**config.mk**
```make
export PLATFORM = sky130hd
export DESIGN_NAME = rvfi_sb_record
export DESIGN_NICKNAME = d
export VERILOG_FILES = /design/src/rtl/rvfi_pkg.sv /design/src/rtl/rvfi_sb_record.sv
export SDC_FILE = /design/constraint.sdc
export NUM_CORES = 2
export LEC_CHECK = 0
export BUFFER_PORTS_ARGS = -buffer_cell sky130_fd_sc_hd__buf_2
export CORE_AREA = 2 2 552 554
export CTS_CLUSTER_DIAMETER = 60
export CTS_CLUSTER_SIZE = 30
export DETAILED_ROUTE_END_ITERATION = 8
export DIE_AREA = 0 0 554 556
export MAX_ROUTING_LAYER = met4
export PLACE_DENSITY_LB_ADDON = 0.25
export SLEW_MARGIN = 20
export SYNTH_ARGS = -nofsm -noshare
export SYNTH_HDL_FRONTEND = slang
export SYNTH_SLANG_ARGS = --single-unit
```
**constraint.sdc**
```tcl
create_clock -name clk_i -period 3.9 [get_ports clk_i]
set_input_delay 0.78 -clock clk_i [delete_from_list [all_inputs] [get_ports clk_i]]
set_output_delay 0.78 -clock clk_i [all_outputs]
set_load 0.02 [all_outputs]
```
**src/rtl/rvfi_pkg.sv**
```systemverilog
/*
  Fixed tracer configuration, operation encoding and the
  probe, record and retirement structs
*/
package rvfi_pkg;

  // --------------------
  // Configuration
  // --------------------
  localparam int unsigned XLEN          = 64;  // Register width
  localparam int unsigned VLEN          = 39;  // Virtual address width
  localparam int unsigned ILEN          = 32;
  localparam int unsigned NR_ISSUE      = 2;
  localparam int unsigned NR_COMMIT     = 2;
  localparam int unsigned NR_SB_ENTRIES = 8;   // One record per transaction ID
  localparam int unsigned TRANS_ID_BITS = 3;
  localparam int unsigned REG_ADDR_BITS = 5;
  localparam int unsigned BE_BITS       = 8;
  localparam int unsigned CAUSE_IRQ_BIT = 63;

  // Environment call causes retire as valid instructions
  localparam logic [XLEN-1:0] ENV_CALL_UMODE = 64'd8;
  localparam logic [XLEN-1:0] ENV_CALL_SMODE = 64'd9;
  localparam logic [XLEN-1:0] ENV_CALL_MMODE = 64'd11;

  localparam logic [1:0] PRIV_DEBUG = 2'd2;
  localparam logic [2:0] INTR_IRQ   = 3'b101;  // Entered through an interrupt
  localparam logic [2:0] INTR_EXC   = 3'b011;  // Entered through an exception

  // AMO encodings follow the plain ops, which keeps the AMO range contiguous
  typedef enum logic [5:0] {
    OP_OTHER,
    OP_LOAD,
    OP_STORE,
    OP_LR_W,   OP_LR_D,
    OP_SC_W,   OP_SC_D,
    OP_SWAP_W, OP_SWAP_D,
    OP_ADD_W,  OP_ADD_D,
    OP_AND_W,  OP_AND_D,
    OP_OR_W,   OP_OR_D,
    OP_XOR_W,  OP_XOR_D,
    OP_MAX_W,  OP_MAX_D,
    OP_MAXU_W, OP_MAXU_D,
    OP_MIN_W,  OP_MIN_D,
    OP_MINU_W, OP_MINU_D
  } op_e;

  // --------------------
  // Probe structs
  // --------------------
  typedef struct packed {
    logic            valid;
    logic [ILEN-1:0] instr;
    logic            is_compressed;
  } fetch_t;

  typedef struct packed {
    logic            valid;
    logic [ILEN-1:0] instr;
    logic            is_compressed;
  } issue_slot_t;

  typedef struct packed {
    logic                     valid;
    logic                     ack;
    logic [TRANS_ID_BITS-1:0] trans_id;
    logic [XLEN-1:0]          rs1_rdata;
    logic [XLEN-1:0]          rs2_rdata;
  } issue_req_t;

  typedef struct packed {
    logic                     is_load;
    logic                     is_store;
    logic [BE_BITS-1:0]       be;
    logic [VLEN-1:0]          vaddr;
    logic [TRANS_ID_BITS-1:0] trans_id;
    logic [XLEN-1:0]          store_wdata;
  } lsu_probe_t;

  typedef struct packed {
    logic [XLEN-1:0]    rs1_rdata;
    logic [XLEN-1:0]    rs2_rdata;
    logic [VLEN-1:0]    lsu_addr;
    logic [BE_BITS-1:0] lsu_rmask;
    logic [BE_BITS-1:0] lsu_wmask;
    logic [XLEN-1:0]    lsu_wdata;
    logic [ILEN-1:0]    instr;
  } sb_entry_t;

  typedef struct packed {
    logic                     valid;
    logic                     ack;
    logic                     drop;
    logic [TRANS_ID_BITS-1:0] trans_id;
    logic [VLEN-1:0]          pc;
    op_e                      op;
    logic [REG_ADDR_BITS-1:0] rs1;
    logic [REG_ADDR_BITS-1:0] rs2;
    logic [REG_ADDR_BITS-1:0] rd;
    logic [XLEN-1:0]          result;
    logic [XLEN-1:0]          wdata;
  } commit_t;

  typedef struct packed {
    logic            valid;
    logic [XLEN-1:0] cause;
  } exc_t;

  // --------------------
  // Retirement record
  // --------------------
  typedef struct packed {
    logic                     valid;
    logic [ILEN-1:0]          insn;
    logic                     trap;
    logic [2:0]               intr;
    logic [XLEN-1:0]          cause;
    logic [1:0]               mode;
    logic [REG_ADDR_BITS-1:0] rs1_addr;
    logic [REG_ADDR_BITS-1:0] rs2_addr;
    logic [REG_ADDR_BITS-1:0] rd_addr;
    logic [XLEN-1:0]          rs1_rdata;
    logic [XLEN-1:0]          rs2_rdata;
    logic [XLEN-1:0]          rd_wdata;
    logic [VLEN-1:0]          pc_rdata;
    logic [VLEN-1:0]          mem_addr;
    logic [BE_BITS-1:0]       mem_rmask;
    logic [BE_BITS-1:0]       mem_wmask;
    logic [XLEN-1:0]          mem_wdata;
    logic [XLEN-1:0]          mem_rdata;
  } rvfi_instr_t;

endpackage
```
**src/rtl/rvfi_sb_record.sv**
```systemverilog
/*
  Per-transaction record, written at issue and
  completed by the load/store address probe
*/
module rvfi_sb_record (
  input  logic                                            clk_i,
  input  logic                                            rst_ni,
  input  rvfi_pkg::issue_slot_t [rvfi_pkg::NR_ISSUE-1:0]  slots_i,
  input  rvfi_pkg::issue_req_t  [rvfi_pkg::NR_ISSUE-1:0]  issue_req_i,
  input  logic                                            flush_unissued_i,
  input  rvfi_pkg::lsu_probe_t                            lsu_i,
  input  rvfi_pkg::commit_t     [rvfi_pkg::NR_COMMIT-1:0] commit_i,
  output rvfi_pkg::sb_entry_t   [rvfi_pkg::NR_COMMIT-1:0] commit_rec_o
);
  import rvfi_pkg::*;

  sb_entry_t [NR_SB_ENTRIES-1:0] mem_d;
  sb_entry_t [NR_SB_ENTRIES-1:0] mem_q;
  logic                          load_hit;
  logic                          store_hit;

  assign load_hit  = lsu_i.is_load  && (lsu_i.be != '0);
  assign store_hit = lsu_i.is_store && (lsu_i.be != '0);

  // --------------------
  // Record update
  // --------------------
  always_comb begin
    mem_d = mem_q;

    for (int i = 0; i < NR_ISSUE; i++) begin
      if (issue_req_i[i].valid && issue_req_i[i].ack && !flush_unissued_i) begin
        mem_d[issue_req_i[i].trans_id] = '{
          rs1_rdata: issue_req_i[i].rs1_rdata,
          rs2_rdata: issue_req_i[i].rs2_rdata,
          lsu_addr:  '0,
          lsu_rmask: '0,
          lsu_wmask: '0,
          lsu_wdata: '0,
          instr:     slots_i[i].instr
        };
      end
    end

    // Address phase lands after the issue write of the same cycle
    if (load_hit) begin
      mem_d[lsu_i.trans_id].lsu_addr  = lsu_i.vaddr;
      mem_d[lsu_i.trans_id].lsu_rmask = lsu_i.be;
    end else if (store_hit) begin
      mem_d[lsu_i.trans_id].lsu_addr  = lsu_i.vaddr;
      mem_d[lsu_i.trans_id].lsu_wmask = lsu_i.be;
      mem_d[lsu_i.trans_id].lsu_wdata = lsu_i.store_wdata;
    end
  end

  always_ff @(posedge clk_i or negedge rst_ni) begin
    if (!rst_ni) begin
      mem_q <= '0;
    end else begin
      mem_q <= mem_d;
    end
  end

  // --------------------
  // Commit read
  // --------------------
  for (genvar i = 0; i < NR_COMMIT; i++) begin : g_read
    assign commit_rec_o[i] = mem_q[commit_i[i].trans_id];  // Sees writes from earlier cycles
  end

endmodule

```
==> summary.txt <==
Timing
  – Slew at the pin with the worst max-slew slack: just over 1 ns
  – Skew final: 0 ns
  – Fin. Hold Viols: 0
  – Max-slew violation count: 0
  – Maximum clock rate: about 280 MHz
  – Final min period: about 3.5 ns
  – Hold slack: roughly 0.16 ns
  – Final Cycle Share: around nine tenths
  – Final setup fails: 0
  – Fin Setup TNS: 0 ns
  – Worst rel slew slack: a little under a third
  – RSZ-0062 raised after global routing: false
  – Worst setup margin: just under 0.4 ns

Synthesis
  – Cell accounting for the most synthesized area: dfrtp_1
  – Synthesis warning total: 0
  – Synth unique cells: 35
  – Largest family of logic cells by synthesized area: multiplexers
  – Largest cells by area after synthesis: dfrtp_1, mux4_2, mux2i_1
  – Synthesized cell area: between 100000 and 150000 um2
  – Mux contribution to synthesized area: between 30% and 40%
  – Syn Area/Cell: between 10 and 15 um2
  – Sequential area share after synthesis: ~44%
  – Synth Register Bits: 2232
  – Synth Area in Compound Gates: approximately an eighth
  – Syn nets: around 11000
  – Async set-reset flop share out of synthesis: 100%
  – EDFF count, synth: 0
  – Post-synthesis simple-gate area fraction: approximately 4.3%
  – Cells after Synth: a little over 10000
  – Ys flop type: dfrtp_1
  – Yosys top cell area share: ~44%
  – Synth Area in XOR/XNOR: 0%
  – Post-Synth Adder-Cell Area: 0%

Die
  – Die area: between 300000 and 400000 um2
  – Core box area: around 300000 um2
  – I/O pin count: ~1400
  – Starting Density: a little over two fifths
  – Die width: 554 um
  – Die H: 556 um
  – # rows: 202

Clock network
  – Max Root-Sink Buffers: 4
  – Resize count post-CTS: 0
  – CTS Sinks: around 2200
  – Reg clk slew, reported paths: about 0.060 ns
  – Clk_lat worst skew: 0.89 ns
  – CTS root buf: clkbuf_16
  – Num CTS Buffers: 209
  – H-tree levels: 4
  – CTS tree: done

Worst setup path
  – Worst path most repeated cell: buf_12
  – Worst reg2reg endpoint: mem_q[1974]$_DFF_PN0_
  – Worst setup path category: primary input to output port
  – CP Max Fanout: 24
  – WP data required: 3.12 ns
  – Worst Setup Start Kind: primary input
  – Worst path max stage delay: roughly 0.54 ns
  – Worst path slowest cell: mux4_2
  – FF-to-FF setup slack: approximately 3.1 ns
  – Worst path cell trace: buf_8, buf_12, buf_12, buf_12, mux4_2, mux2_2, buf_2
  – R2R cell count: 2
  – Reg-to-Reg Start: mem_q[1974]$_DFF_PN0_
  – Data arrival time of the worst path: roughly 2.7 ns
  – Crit end category: output port

GRT
  – Grt total ovfl: 0
  – First-pass GRT wire length: 687000 um
  – Vias in the first global route: 95441
  – GRT Util Overall: 30.9%
  – Largest net degree at the start of global routing: approximately 130
  – Antenna violations before repair: around 210

Layout
  – Max reg flops: around 2200
  – Fillers: 26359
  – Finished Layout Cells: between 10000 and 15000
  – Largest Register: mem_q
  – NumNets Final: about 11000
  – Ratio of cells with drive above 1 in the final layout: 33.5%
  – Biggest regs: mem_q (2232)
  – Syn-to-layout area delta: 14.3%
  – Final core occ: between 40 and 50%

Placed design
  – Pre-CTS WS: 0.379 ns
  – I/O Buffers: about 1000
  – Placed cells: 14216
  – DP HPWL: around 300000 um
  – GP Congestion: between 0.8 and 0.9

Min path
  – Hold EP: mem_q[1382]$_DFF_PN0_
  – HP Start: issue_req_i[248]
  – Min-delay worst type: primary input to flop
  – Hold path depth: 3

Power
  – Maximum vdd ir drop: around 0.41 mV
  – Pint: 0.0505 W
  – Power density over the cells: 525 nW/um2
  – Combinational share of power: 27.8%
  – Clk network pwr share: between 20% and 30%
  – Seq pwr share: between 40 and 50%
  – Psw: 0.0255 W
  – Leak: slightly below 60 nW
  – Switching share of power: approximately a third

Detailed routing
  – Final wirelength: roughly 470000 um
  – Pre-Repair DR Iteration Count: 6
  – Wire length per cell: around 32 um
  – Antenna Nets Post-Route: 0
  – Initial DRC Count: 10622
  – Vias: approximately 94000
  – Via density: 6.36
  – DRC: 0

Job
  – Max cap viols: 0

Run status
  – Status: complete, no violations
layout by cell type (no fill, tap or decap), types with 10 or more instances in the layout:
master      instances
diode_2           200
clkinv_8           18
mux4_2           1116
nor3_4             13
nand2_1          1289
bufinv_16          19
o21ai_0          1143
inv_6              28
buf_12            206
a22o_1            931
o2bb2ai_1          21
mux2_2            558
inv_8              20
buf_4             223
nor3_2             15
clkbuf_8           16
dfrtp_1          2232
clkbuf_16         211
clkinv_4           24
clkinv_2           13
o21ai_1           139
clkbuf_1           10
clkinvlp_4         19
a211oi_4           16
mux2i_1          1280
buf_2            1005
power by group through the flow:
| stage | sequential, W | combinational [W] | clock (W) |
|---|---|---|---|
| 6_report | 0.0322 | 0.0211 | 0.0227 |
| 5_1_grt | 0.0328 | 0.0225 | 0.0239 |
| 4_1_cts | 0.0320 | 0.0211 | 0.0230 |
| 3_5_place_dp | 0.0324 | 0.0210 | 0 |
| 3_3_place_gp | 0.0319 | 0.0205 | 0 |
| 2_1_floorplan | 0.0311 | 0.0144 | 0 |
stage by stage:
stage | cell area, um2 | power (W)
finish | 145000 | 0.0760
CTS | 144000 | 0.0761
global placement | 137000 | 0.0524
floorplan | 127000 | 0.0455
detailed placement | 137000 | 0.0534
global route | 145000 | 0.0792
layer usage:
metal	routed length, um	track usage (%)	vias up
met5	0	-	-
met4	20400	12.7	0
met3	56300	10.6	979
met2	215000	45.8	5299
met1	180000	38.7	48845
li1	-	-	39046
cell usage after synthesis (4+ instances only):
master and count:
buf_1 182, a22o_1 931, nand2_1 1289, nor2_2 7, nor3_2 19, o2bb2ai_1 21
a211oi_2 16, mux2_2 558, mux4_2 1116, buf_2 357, a211oi_1 8, clkbuf_1 642
nor3_1 7, nor3b_2 4, o21ai_1 139, o21ai_0 1143, dfrtp_1 2232, buf_4 163
mux2i_1 1280
worst max-delay path: cells and delay by family:
kind	cells	cell delay, ns
buffers and inverters	5	0.96
muxes	2	0.86
kinds of logic (layout without fill, tap and decap cells):
| group | after synthesis | in the layout |
|---|---|---|
| mux | 2954 | 2954 |
| compound gates | 2258 | 2258 |
| flops | 2232 | 2232 |
| simple gates | 1352 | 1352 |
| buf+inv | 1349 | 1832 |
| other cells | 0 | 200 |
area by class of cell:
| cell class | instances | area [um2] | share of cell area, % |
|---|---|---|---|
| Clock buffer | 237 | 5540 | 3.83 |
| Tap cell | 3978 | 4980 | 3.44 |
| Clock inverter | 152 | 1970 | 1.36 |
| Sequential cell | 2232 | 55900 | 38.6 |
| Multi-Input combinational cell | 6564 | 65000 | 44.9 |
| Inverter | 1 | 3.75 | 0.00259 |
| Antenna cell | 200 | 500 | 0.346 |
| Timing Repair Buffer | 1442 | 10900 | 7.56 |
how the worst max path moves through the flow:
stage,from,end,slack [ns],cells after the start
3_3_place_gp,commit_i[188],commit_rec_o[126],0.38,7
4_1_cts,commit_i[188],commit_rec_o[126],0.38,7
6_report,commit_i[188],commit_rec_o[126],0.39,7
5_1_grt,commit_i[188],commit_rec_o[126],0.33,7
2_1_floorplan,commit_i[188],commit_rec_o[203],0.61,5
3_5_place_dp,commit_i[188],commit_rec_o[126],0.38,7
repair_timing:
item	in CTS	in global routing
hold endpoints to repair	5	0
hold buffers	1	0
setup buffers	0	0
Note: power is estimated with default switching activity, not from simulation.
