===== config.mk =====
export PLATFORM = sky130hd
export DESIGN_NAME = rvfi_issue_buffer
export DESIGN_NICKNAME = d
export VERILOG_FILES = /design/src/rtl/rvfi_pkg.sv /design/src/rtl/rvfi_issue_buffer.sv
export SDC_FILE = /design/constraint.sdc
export NUM_CORES = 1
export LEC_CHECK = 0
export ABC_AREA = 1
export BUFFER_PORTS_ARGS = -buffer_cell sky130_fd_sc_hd__buf_2
export CORE_ASPECT_RATIO = 0.8
export CORE_MARGIN = 4
export CORE_UTILIZATION = 49
export DETAILED_ROUTE_END_ITERATION = 6
export PLACE_DENSITY_LB_ADDON = 0.12
export SYNTH_ARGS = -nofsm -noshare
export SYNTH_HDL_FRONTEND = slang
export SYNTH_SLANG_ARGS = --single-unit

===== constraint.sdc =====
create_clock -name clk_i -period 1.5 [get_ports clk_i]
set_input_delay 0.15 -clock clk_i [delete_from_list [all_inputs] [get_ports clk_i]]
set_output_delay 0.15 -clock clk_i [all_outputs]
set_load 0.02 [all_outputs]

===== src/rtl/rvfi_pkg.sv =====
/*
  Fixed tracer configuration, operation encoding and the
  probe, record and retirement structs
*/
package rvfi_pkg;

  // --------------------
  // Configuration
  // --------------------
  localparam int unsigned XLEN          = 64;  // Register width
  localparam int unsigned VLEN          = 39;  // Virtual address width
  localparam int unsigned ILEN          = 32;
  localparam int unsigned NR_ISSUE      = 2;
  localparam int unsigned NR_COMMIT     = 2;
  localparam int unsigned NR_SB_ENTRIES = 8;   // One record per transaction ID
  localparam int unsigned TRANS_ID_BITS = 3;
  localparam int unsigned REG_ADDR_BITS = 5;
  localparam int unsigned BE_BITS       = 8;
  localparam int unsigned CAUSE_IRQ_BIT = 63;

  // Environment call causes retire as valid instructions
  localparam logic [XLEN-1:0] ENV_CALL_UMODE = 64'd8;
  localparam logic [XLEN-1:0] ENV_CALL_SMODE = 64'd9;
  localparam logic [XLEN-1:0] ENV_CALL_MMODE = 64'd11;

  localparam logic [1:0] PRIV_DEBUG = 2'd2;
  localparam logic [2:0] INTR_IRQ   = 3'b101;  // Entered through an interrupt
  localparam logic [2:0] INTR_EXC   = 3'b011;  // Entered through an exception

  // AMO encodings follow the plain ops, which keeps the AMO range contiguous
  typedef enum logic [5:0] {
    OP_OTHER,
    OP_LOAD,
    OP_STORE,
    OP_LR_W,   OP_LR_D,
    OP_SC_W,   OP_SC_D,
    OP_SWAP_W, OP_SWAP_D,
    OP_ADD_W,  OP_ADD_D,
    OP_AND_W,  OP_AND_D,
    OP_OR_W,   OP_OR_D,
    OP_XOR_W,  OP_XOR_D,
    OP_MAX_W,  OP_MAX_D,
    OP_MAXU_W, OP_MAXU_D,
    OP_MIN_W,  OP_MIN_D,
    OP_MINU_W, OP_MINU_D
  } op_e;

  // --------------------
  // Probe structs
  // --------------------
  typedef struct packed {
    logic            valid;
    logic [ILEN-1:0] instr;
    logic            is_compressed;
  } fetch_t;

  typedef struct packed {
    logic            valid;
    logic [ILEN-1:0] instr;
    logic            is_compressed;
  } issue_slot_t;

  typedef struct packed {
    logic                     valid;
    logic                     ack;
    logic [TRANS_ID_BITS-1:0] trans_id;
    logic [XLEN-1:0]          rs1_rdata;
    logic [XLEN-1:0]          rs2_rdata;
  } issue_req_t;

  typedef struct packed {
    logic                     is_load;
    logic                     is_store;
    logic [BE_BITS-1:0]       be;
    logic [VLEN-1:0]          vaddr;
    logic [TRANS_ID_BITS-1:0] trans_id;
    logic [XLEN-1:0]          store_wdata;
  } lsu_probe_t;

  typedef struct packed {
    logic [XLEN-1:0]    rs1_rdata;
    logic [XLEN-1:0]    rs2_rdata;
    logic [VLEN-1:0]    lsu_addr;
    logic [BE_BITS-1:0] lsu_rmask;
    logic [BE_BITS-1:0] lsu_wmask;
    logic [XLEN-1:0]    lsu_wdata;
    logic [ILEN-1:0]    instr;
  } sb_entry_t;

  typedef struct packed {
    logic                     valid;
    logic                     ack;
    logic                     drop;
    logic [TRANS_ID_BITS-1:0] trans_id;
    logic [VLEN-1:0]          pc;
    op_e                      op;
    logic [REG_ADDR_BITS-1:0] rs1;
    logic [REG_ADDR_BITS-1:0] rs2;
    logic [REG_ADDR_BITS-1:0] rd;
    logic [XLEN-1:0]          result;
    logic [XLEN-1:0]          wdata;
  } commit_t;

  typedef struct packed {
    logic            valid;
    logic [XLEN-1:0] cause;
  } exc_t;

  // --------------------
  // Retirement record
  // --------------------
  typedef struct packed {
    logic                     valid;
    logic [ILEN-1:0]          insn;
    logic                     trap;
    logic [2:0]               intr;
    logic [XLEN-1:0]          cause;
    logic [1:0]               mode;
    logic [REG_ADDR_BITS-1:0] rs1_addr;
    logic [REG_ADDR_BITS-1:0] rs2_addr;
    logic [REG_ADDR_BITS-1:0] rd_addr;
    logic [XLEN-1:0]          rs1_rdata;
    logic [XLEN-1:0]          rs2_rdata;
    logic [XLEN-1:0]          rd_wdata;
    logic [VLEN-1:0]          pc_rdata;
    logic [VLEN-1:0]          mem_addr;
    logic [BE_BITS-1:0]       mem_rmask;
    logic [BE_BITS-1:0]       mem_wmask;
    logic [XLEN-1:0]          mem_wdata;
    logic [XLEN-1:0]          mem_rdata;
  } rvfi_instr_t;

endpackage

===== src/rtl/rvfi_issue_buffer.sv =====
/*
  Two-slot buffer of fetched instruction words waiting for issue
*/
module rvfi_issue_buffer (
  input  logic                                         clk_i,
  input  logic                                         rst_ni,
  input  rvfi_pkg::fetch_t      [rvfi_pkg::NR_ISSUE-1:0] fetch_i,
  input  logic                  [rvfi_pkg::NR_ISSUE-1:0] issue_ack_i,
  input  logic                                         flush_i,
  output rvfi_pkg::issue_slot_t [rvfi_pkg::NR_ISSUE-1:0] slots_o
);
  import rvfi_pkg::*;

  localparam int unsigned LAST = NR_ISSUE - 1;

  issue_slot_t [NR_ISSUE-1:0] fetched;  // Fetch slots, compressed words cut to 16 bits
  issue_slot_t [NR_ISSUE-1:0] slots_d;
  issue_slot_t [NR_ISSUE-1:0] slots_q;
  logic                       took0;    // Fetch slot 0 already went into the last slot

  for (genvar i = 0; i < NR_ISSUE; i++) begin : g_cut
    assign fetched[i].valid         = fetch_i[i].valid;
    assign fetched[i].is_compressed = fetch_i[i].is_compressed;
    assign fetched[i].instr         = fetch_i[i].is_compressed ?
                                      {{(ILEN-16){1'b0}}, fetch_i[i].instr[15:0]} :
                                      fetch_i[i].instr;
  end

  always_comb begin
    slots_d = slots_q;
    took0   = 1'b0;

    for (int i = 0; i < NR_ISSUE; i++) begin
      if (issue_ack_i[i]) slots_d[i].valid = 1'b0;  // Taken by the core
    end

    if (!slots_d[LAST].valid) begin
      slots_d[LAST] = fetched[0];
      took0         = 1'b1;
    end

    // Oldest word moves down to slot 0
    if (!slots_d[0].valid) begin
      slots_d[0]          = slots_d[LAST];
      slots_d[LAST].valid = 1'b0;
    end

    if (!slots_d[LAST].valid) begin
      slots_d[LAST] = took0 ? fetched[LAST] : fetched[0];
    end

    if (flush_i) begin
      for (int i = 0; i < NR_ISSUE; i++) slots_d[i].valid = 1'b0;
    end
  end

  always_ff @(posedge clk_i or negedge rst_ni) begin
    if (!rst_ni) begin
      slots_q <= '0;
    end else begin
      slots_q <= slots_d;
    end
  end

  assign slots_o = slots_q;

endmodule


==> flow_summary.yaml, run 1 <==
synthesis:
  synth_cell_types: 13
  synth_simple_gate_area_share_pct: 44.76
  yosysWarnings: 0
  synthCells: 576
  synth_mux_area_share_pct: 0
  ys_seq_area_share_pct: 46.29
  synth_top_family_by_area: "simple AND/OR/NAND/NOR gates"
  synth_xor_area_share_pct: 0
  synth-compound-area-share_pct: 0.3404
  synth-adder-area-share_pct: 0
  syn_area_um2: 3676
  avgSynthCellArea_um2: 6.382
  ys_ff_latch: 68
  syn-num-nets: 649
power:
  power_switching_share_pct: 32.93
  p_int_uw: 3004
  leakage_uw: 0.002984
  power_switching_uw: 1475
  cellPowerDensity_nw_per_um2: 976.7
  power_frac_comb_pct: 24.6
  seq_power_share_pct: 47.5
  ir_drop_uv: 560.0
  clock_power_share_pct: 28.0
sta:
  min_period_ps: 1365
  tns_ps: 0
  slew_headroom_pct: 73.04
  tightest_slew_ps: 404.3
  holdWs_ps: 106.2
  clock-skew-final_ps: 5.458
  max_freq_mhz: 732.8
  slew_viol_final: 0
  timing.final.ws_setup_ps: 135.4
  fin_crit_sh_pct: 90.97
  setup_viol: 0
  rsz0062_at_grt: "false"
  hold_violations: 0
layout:
  fin_area_um2: 4586
  nNetsFinal: 778
  filler_cell_count: 687
  final_util_pct: 64.64
  syn_to_final_growth_pct: 24.74
  most-common-layout-cells: "nand2_1 (400), buf_2 (140), dfrtp_1 (68), inv_1 (37), nor2_1 (32)"
  drive_gt1_share_pct: 23.31
  antenna_cells: 0
  largest_reg_flops: 68
  final_common_cell: "nand2_1"
global_routing:
  gr-total-overflow: 0
  antenna_found_initial: 0
  grt_max_degree: 69
  grt_pass1_wl_um: 16190
  grtUsageTotal_pct: 22.09
  grt_pass1_vias: 3488
worst_setup_path:
  arrival_ps: 1630
  critical-path-top-delay-family: "simple AND/OR/NAND/NOR gates"
  cpMaxStageDelayCell: "dfrtp_1"
  cp-startpoint: "slots_o[67]"
  cpMostUsedCell: "nand2_1"
  crit_chain: "nand2_2 -> nand2_1 -> nand2_2 -> buf_4 -> nand2_1 -> nand2_1"
  timing.critical_path.buf_inv: 1
  critical_path_depth: 6
  r2r_cells: 6
  cp_max_fo: 34
  path_class: "register to register"
  critPathCaptureType: "register"
  r2r_start: "slots_o[67]"
  cp.required_ps: 1770
  max_stage_delay_ps: 420
  start_kind: "register"
status:
  status: "completed"
detailed_routing:
  drt-pass1-iter-count: 6
  viasPerCell: 4.594
  dr_total_vias: 3652
  drt_iter0_markers: 168
  detail-route-antenna-nets: 0
  drc: 0
  wire_per_inst_um: 12.43
  routed_wl_um: 9881
cts:
  numCtsBuffers: 9
  clkLatencyLatePin_ps: 330
  cts_tree: "built"
  cts.sinks: 68
  cts_root_buffer: "clkbuf_8"
  path_clk_slew_ps: 70
  cts_buffer_depth: 2
  htree_num_levels: 3
placed_design:
  io_buffers: 140
  placed_area_um2: 4407
  dp_hpwl_um: 6536
  pre_cts_ws_ps: 93.49
  routabilityCongestion: 0.8082
die:
  die_y_um: 85.47
  io_pins: 141
  rows: 27
  dieArea_um2: 8961
  start_util_pct: 51.82
  die_x_um: 104.8
  fp.coreArea_um2: 7094
min_path:
  holdCritStartpoint: "fetch_i[44]"
  holdPathStages: 5
  hold_class: "primary input to register"
job:
  cap_violations: 0
-- cells by family (layout without fill, tap and decap cells) --
kind of cell | count (synthesis) | after routing
compound gates | 2 | 2
buf+inv | 70 | 202
flops | 68 | 68
simple gates | 436 | 436
-- power groups by stage --
stage	clock (uW)	combinational, uW	sequential (uW)
floorplan	0	438	2380
global placement	0	1080	2160
detailed placement	0	1110	2150
CTS	1290	1110	2120
global route	1360	1220	2150
finish	1250	1100	2130
-- routing by layer --
layer	wire length (um)	up-vias	track usage [%]
met5	0	-	0
met4	73	0	5.244
met3	609	8	5.095
met2	4463	102	36.11
met1	4735	1613	30.05
li1	-	1929	-
-- cell usage after synthesis --
cell type / number / area share (%)
buf_4: 9 / 1.8
a21oi_1: 1 / 0.14
buf_2: 16 / 2.2
nand2_1: 400 / 41
nor2_2: 1 / 0.17
inv_1: 37 / 3.8
o21bai_1: 1 / 0.20
clkbuf_1: 5 / 0.51
dfrtp_1: 68 / 46
nor2_1: 32 / 3.3
nand3_1: 1 / 0.14
inv_2: 3 / 0.31
nand2_2: 2 / 0.34
-- repair_timing --
action | in CTS | in global routing
buffers inserted | 0 | 0
endpoints found under the hold margin | 69 | 0
resized for setup | 0 | 2
hold buffers | 2 | 0
endpoints found under the setup margin | 0 | 28
-- layout make-up --
type                            instances  area [um2]  share of cell area, %
Clock inverter                          3       15.01                 0.3274
Inverter                               40       152.6                  3.329
Timing Repair Buffer                  148       803.3                  17.52
Tap cell                               87       108.9                  2.374
Multi-Input combinational cell        438        1663                  36.26
Sequential cell                        68        1702                  37.11
Clock buffer                           11       141.4                  3.083
-- through the flow --
stage	cells	total power, uW
3_5_place_dp	779	3259
5_1_grt	795	4737
2_1_floorplan	576	2815
6_report	795	4479
4_1_cts	795	4522
3_3_place_gp	779	3240
-- final timing paths --
check                         endpoint  slack, ps
max                        slots_o[65]        140
min                        slots_o[44]        110
max reg2reg                slots_o[65]        140
min reg2reg                slots_o[19]        470
max in group asynchronous   slots_o[5]        840
min in group asynchronous  slots_o[24]        360
-- worst min-delay path: stages --
cell	delay (ps)
buf_2	70
nand2_1	40
nand2_1	50
nand2_1	40
nand2_1	50
Note: power is estimated with default switching activity, not from simulation.
==> run 2, diff against run 1 <==
Settings changed: GPL_TIMING_DRIVEN set to 0.
==> flow_summary.yaml, run 2 (synthesis results as in run 1) <==
power:
  p_int_uw: 3018
  seq_power_share_pct: 46.5
  ir_drop_uv: 677.6
  power_switching_share_pct: 33.91
  power_frac_comb_pct: 24.8
  power_switching_uw: 1548
  leakage_uw: 0.003039
  total_power_uw: 4566
  clock_power_share_pct: 28.7
  cellPowerDensity_nw_per_um2: 977.8
cts:
  cts_root_buffer: "clkbuf_8"
  post_cts_buffers: 0
  cts_buffer_depth: 2
  path_clk_slew_ps: 80
  clkLatencyLatePin_ps: 330
  cts.sinks: 68
  numCtsBuffers: 9
  htree_num_levels: 3
  cts_tree: "built"
detailed_routing:
  detail-route-antenna-nets: 0
  dr_total_vias: 3882
  viasPerCell: 4.752
  routed_wl_um: 10840
  drt-pass1-iter-count: 4
  drc: 0
  wire_per_inst_um: 13.27
  drt_iter0_markers: 194
global_routing:
  grtUsageTotal_pct: 24.79
  antenna_found_initial: 0
  grt_pass1_wl_um: 18130
  grt_max_degree: 69
  gr-total-overflow: 0
  grt_pass1_vias: 3893
min_path:
  hold_class: "primary input to register"
  whs_endpoint: "slots_o[49]"
  holdPathStages: 5
  holdCritStartpoint: "fetch_i[49]"
die:
  dieArea_um2: 8961
  io_pins: 141
  fp.coreArea_um2: 7094
  rows: 27
  die_y_um: 85.47
  die_x_um: 104.8
  start_util_pct: 51.82
sta:
  tightest_slew_ps: 888.1
  slew_headroom_pct: 40.80
  tns_ps: 0
  max_freq_mhz: 724.2
  setup_viol: 0
  slew_viol_final: 0
  hold_violations: 0
  min_period_ps: 1381
  rsz0062_at_grt: "false"
  fin_crit_sh_pct: 92.06
  clock-skew-final_ps: 10.54
layout:
  final_common_cell: "nand2_1"
  final_util_pct: 65.82
  syn_to_final_growth_pct: 27.03
  nNetsFinal: 800
  regArea_um2: 1702
  multi_input_area_um2: 1660
  drive_gt1_share_pct: 25.34
  filler_cell_count: 659
  largest_reg_flops: 68
  antenna_cells: 0
  most-common-layout-cells: "nand2_1 (399), buf_2 (153), dfrtp_1 (68), inv_1 (37), nor2_1 (32)"
placed_design:
  io_buffers: 138
  dp_hpwl_um: 7824
  routabilityCongestion: 0.8572
worst_setup_path:
  critPathCaptureType: "register"
  path_class: "register to register"
  r2r_setup_slack_ps: 120
  r2r_cells: 7
  cpMaxStageDelayCell: "dfrtp_1"
  reg2reg_to: "slots_o[54]"
  timing.critical_path.buf_inv: 3
  r2r_start: "slots_o[33]"
  critical-path-top-delay-family: "simple AND/OR/NAND/NOR gates"
  arrival_ps: 1610
  cp.required_ps: 1730
  start_kind: "register"
  cp_max_fo: 10
  max_stage_delay_ps: 400
  crit_chain: "nand2_2 -> inv_4 -> nand2_2 -> inv_2 -> buf_4 -> nand2_1 -> nand2_1"
job:
  cap_violations: 0
status:
  status: "completed"
## run 2: routing by layer
| metal | GRT usage [%] | part of all wire (%) |
|---|---|---|
| met1 | 34.25 | 47 |
| met2 | 39.25 | 45 |
| met3 | 7.072 | 7.4 |
| met4 | 4.887 | 0.62 |
| met5 | 0 | 0 |
## run 2: worst max path at each step
stage                     depth (start not counted)     endpoint        start  slack (ps)
final                                             7  slots_o[54]  slots_o[33]         120
after global routing                              7  slots_o[41]  slots_o[67]          10
after CTS                                         5  slots_o[28]  slots_o[33]          80
after detailed placement                          7  slots_o[54]  slots_o[33]          -7
after global placement                            1   slots_o[8]       rst_ni        -120
after floorplan                                   7  slots_o[37]  slots_o[33]         230
## run 2: power groups by stage
stage,sequential [uW],clock [uW],combinational (uW)
floorplan,2380,0,438
global placement,2150,0,1110
detailed placement,2150,0,1130
CTS,2120,1340,1140
global route,2150,1440,1260
finish,2120,1310,1130
## run 2: final cells by class
class | count | share of cell area, %
inverters | 40 | 3.269
multi-input cells | 438 | 35.56
repair buffers | 140 | 15.27
well taps | 87 | 2.331
clock buffers | 10 | 2.947
plain buffers | 30 | 3.591
flip-flops and latches | 68 | 36.44
clock inverters | 4 | 0.5895
## run 2: metrics by stage
stage	area [um2]	worst slack (ps)	hold WS, ps	cells
2_1_floorplan	3676	229.0	-145.6	576
6_report	4669	119.1	109.8	817
5_1_grt	4669	10.84	110.5	817
3_5_place_dp	4478	-6.580	316.9	801
3_3_place_gp	4476	-116.5	313.1	801
4_1_cts	4666	80.47	92.57	817
## run 2: worst register-to-register path: cells and delay by family, from the launching register on
family        cells  cell delay (ps)
buf+inv           3              380
flops             1              400
simple gates      4              500
## run 2: repair_timing
action                     4_1_cts  5_1_grt
setup endpoints to repair       32       10
gates resized for setup          1        3
hold endpoints to repair        69        0
pin swaps                        0        0
hold buffers                     2        0
==> run 3, diff against run 2 <==
Settings changed: CELL_PAD_IN_SITES_DETAIL_PLACEMENT set to 2, CELL_PAD_IN_SITES_GLOBAL_PLACEMENT set to 2, CORE_UTILIZATION 49 to 25.
==> flow_summary.yaml, run 3 (synthesis results as in run 1) <==
worst_setup_path:
  cp.required_ps: 1730
  cp_max_fo: 10
  critical-path-top-delay-family: "simple AND/OR/NAND/NOR gates"
  cpMaxStageDelayCell: "dfrtp_2"
  timing.critical_path.buf_inv: 2
  start_kind: "register"
  cpMostUsedCell: "nand2_1"
  crit_chain: "nand2_2 -> nand2_1 -> nand2_2 -> inv_2 -> buf_4 -> nand2_1 -> nand2_1"
  max_stage_delay_ps: 430
  arrival_ps: 1590
  path_class: "register to register"
  critPathCaptureType: "register"
cts:
  clkLatencyLatePin_ps: 340
  cts_buffer_depth: 2
  htree_num_levels: 3
  cts.sinks: 68
  cts_tree: "built"
  cts_root_buffer: "clkbuf_16"
  numCtsBuffers: 9
  path_clk_slew_ps: 60
sta:
  tightest_slew_ps: 590.0
  min_period_ps: 1360
  max_freq_mhz: 735.4
  slew_headroom_pct: 60.66
  holdWs_ps: 109.6
  clock-skew-final_ps: 3.186
  slew_viol_final: 0
  hold_violations: 0
  setup_viol: 0
  fin_crit_sh_pct: 90.65
  rsz0062_at_grt: "false"
power:
  clock_power_share_pct: 37.6
  power_switching_share_pct: 32.33
  p_int_uw: 3606
  ir_drop_uv: 532.4
  power_frac_comb_pct: 22.3
  power_switching_uw: 1723
  cellPowerDensity_nw_per_um2: 1078
  leakage_uw: 0.003124
  seq_power_share_pct: 40.2
job:
  cap_violations: 0
placed_design:
  placed_area_um2: 4627
  dpl.cell_count: 899
  routabilityCongestion: 0.7684
  dp_hpwl_um: 11080
  io_buffers: 138
layout:
  multi_input_area_um2: 1665
  fin_area_um2: 4942
  antenna_cells: 0
  most-common-layout-cells: "nand2_1 (399), buf_2 (150), dfrtp_1 (67), inv_1 (37), nor2_1 (32)"
  filler_cell_count: 1787
  finalNonFillerCells: 916
  nNetsFinal: 801
  final_common_cell: "nand2_1"
  syn_to_final_growth_pct: 34.45
  regArea_um2: 1703
  drive_gt1_share_pct: 25.55
  largest_reg_flops: 68
status:
  status: "completed"
die:
  io_pins: 141
  die_y_um: 116.5
  rows: 39
  start_util_pct: 25.62
  fp.coreArea_um2: 14350
  die_x_um: 143.6
  dieArea_um2: 16720
min_path:
  hold_class: "primary input to register"
detailed_routing:
  routed_wl_um: 14800
  drt_iter0_markers: 111
  wire_per_inst_um: 16.16
  drt-pass1-iter-count: 4
  dr_total_vias: 4005
  drc: 0
  detail-route-antenna-nets: 0
  viasPerCell: 4.372
global_routing:
  gr-total-overflow: 0
  antenna_found_initial: 0
  grtUsageTotal_pct: 18.27
  grt_pass1_wl_um: 23360
  grt_max_degree: 39
  grt_pass1_vias: 4431
## run 3: cell types whose count changed in the layout (fill, tap and decap cells not counted), moves of 3 or more
| cell | delta |
|---|---|
| buf_2 | -3 |
| clkbuf_16 | +9 |
| clkbuf_4 | +3 |
| clkbuf_8 | -8 |
| clkinvlp_4 | -3 |
## run 3: through the flow
stage | total power (uW) | setup TNS [ps] | worst slack, ps | utilization, %
2_1_floorplan | 2815 | 0 | 229.0 | -
3_3_place_gp | 3322 | -20920 | -297.7 | 32.04
3_5_place_dp | 3371 | -1197 | -86.04 | 32.25
4_1_cts | 5432 | 0 | 41.66 | 34.30
5_1_grt | 5650 | 0 | 5.826 | 34.45
6_report | 5328 | 0 | 140.2 | 34.45
## run 3: layout make-up
type / instances / area share, %
sequential: 68 / 34.46
multi-input combinational: 438 / 33.70
timing repair buffer: 141 / 14.99
clock buffer: 13 / 5.266
tap: 184 / 4.658
buffer: 30 / 3.646
inverter: 40 / 3.089
clock inverter: 2 / 0.2025
## run 3: final timing paths
kind	slack (ps)	startpoint	depth (start not counted)	to
setup / recovery	140	slots_o[67]	7	slots_o[54]
setup reg to reg	140	slots_o[67]	7	slots_o[54]
hold reg to reg	480	slots_o[30]	2	slots_o[30]
min in group asynchronous	310	rst_ni	2	slots_o[28]
hold / removal	110	fetch_i[46]	5	slots_o[46]
max in group asynchronous	630	rst_ni	3	slots_o[44]
## run 3: timing repair
| action | CTS | global route |
|---|---|---|
| buffers inserted | 0 | 0 |
| hold buffers | 2 | 0 |
| gates resized for setup | 2 | 9 |
| setup endpoints to repair | 41 | 38 |
| hold endpoints to repair | 31 | 0 |
## run 3: tightest hold or removal path: stages
cell     delay [ps]
buf_2            80
nand2_1          40
nand2_1          50
nand2_1          40
nand2_1          50
## run 3: power groups by stage
stage	clock network, uW	logic (uW)	registers, uW
5_1_grt	2150	1340	2160
3_5_place_dp	0	1200	2170
4_1_cts	2070	1220	2140
3_3_place_gp	0	1160	2160
6_report	2000	1190	2140
2_1_floorplan	0	438	2380
## run 3: routing by layer
| layer | vias to the layer above | part of all wire [%] | GRT usage [%] |
|---|---|---|---|
| li1 | 1985 | - | - |
| met4 | 0 | 0.97 | 4.329 |
| met1 | 1923 | 46 | 23.71 |
| met2 | 86 | 48 | 31.27 |
| met3 | 11 | 4.4 | 4.052 |
| met5 | - | 0 | 0 |
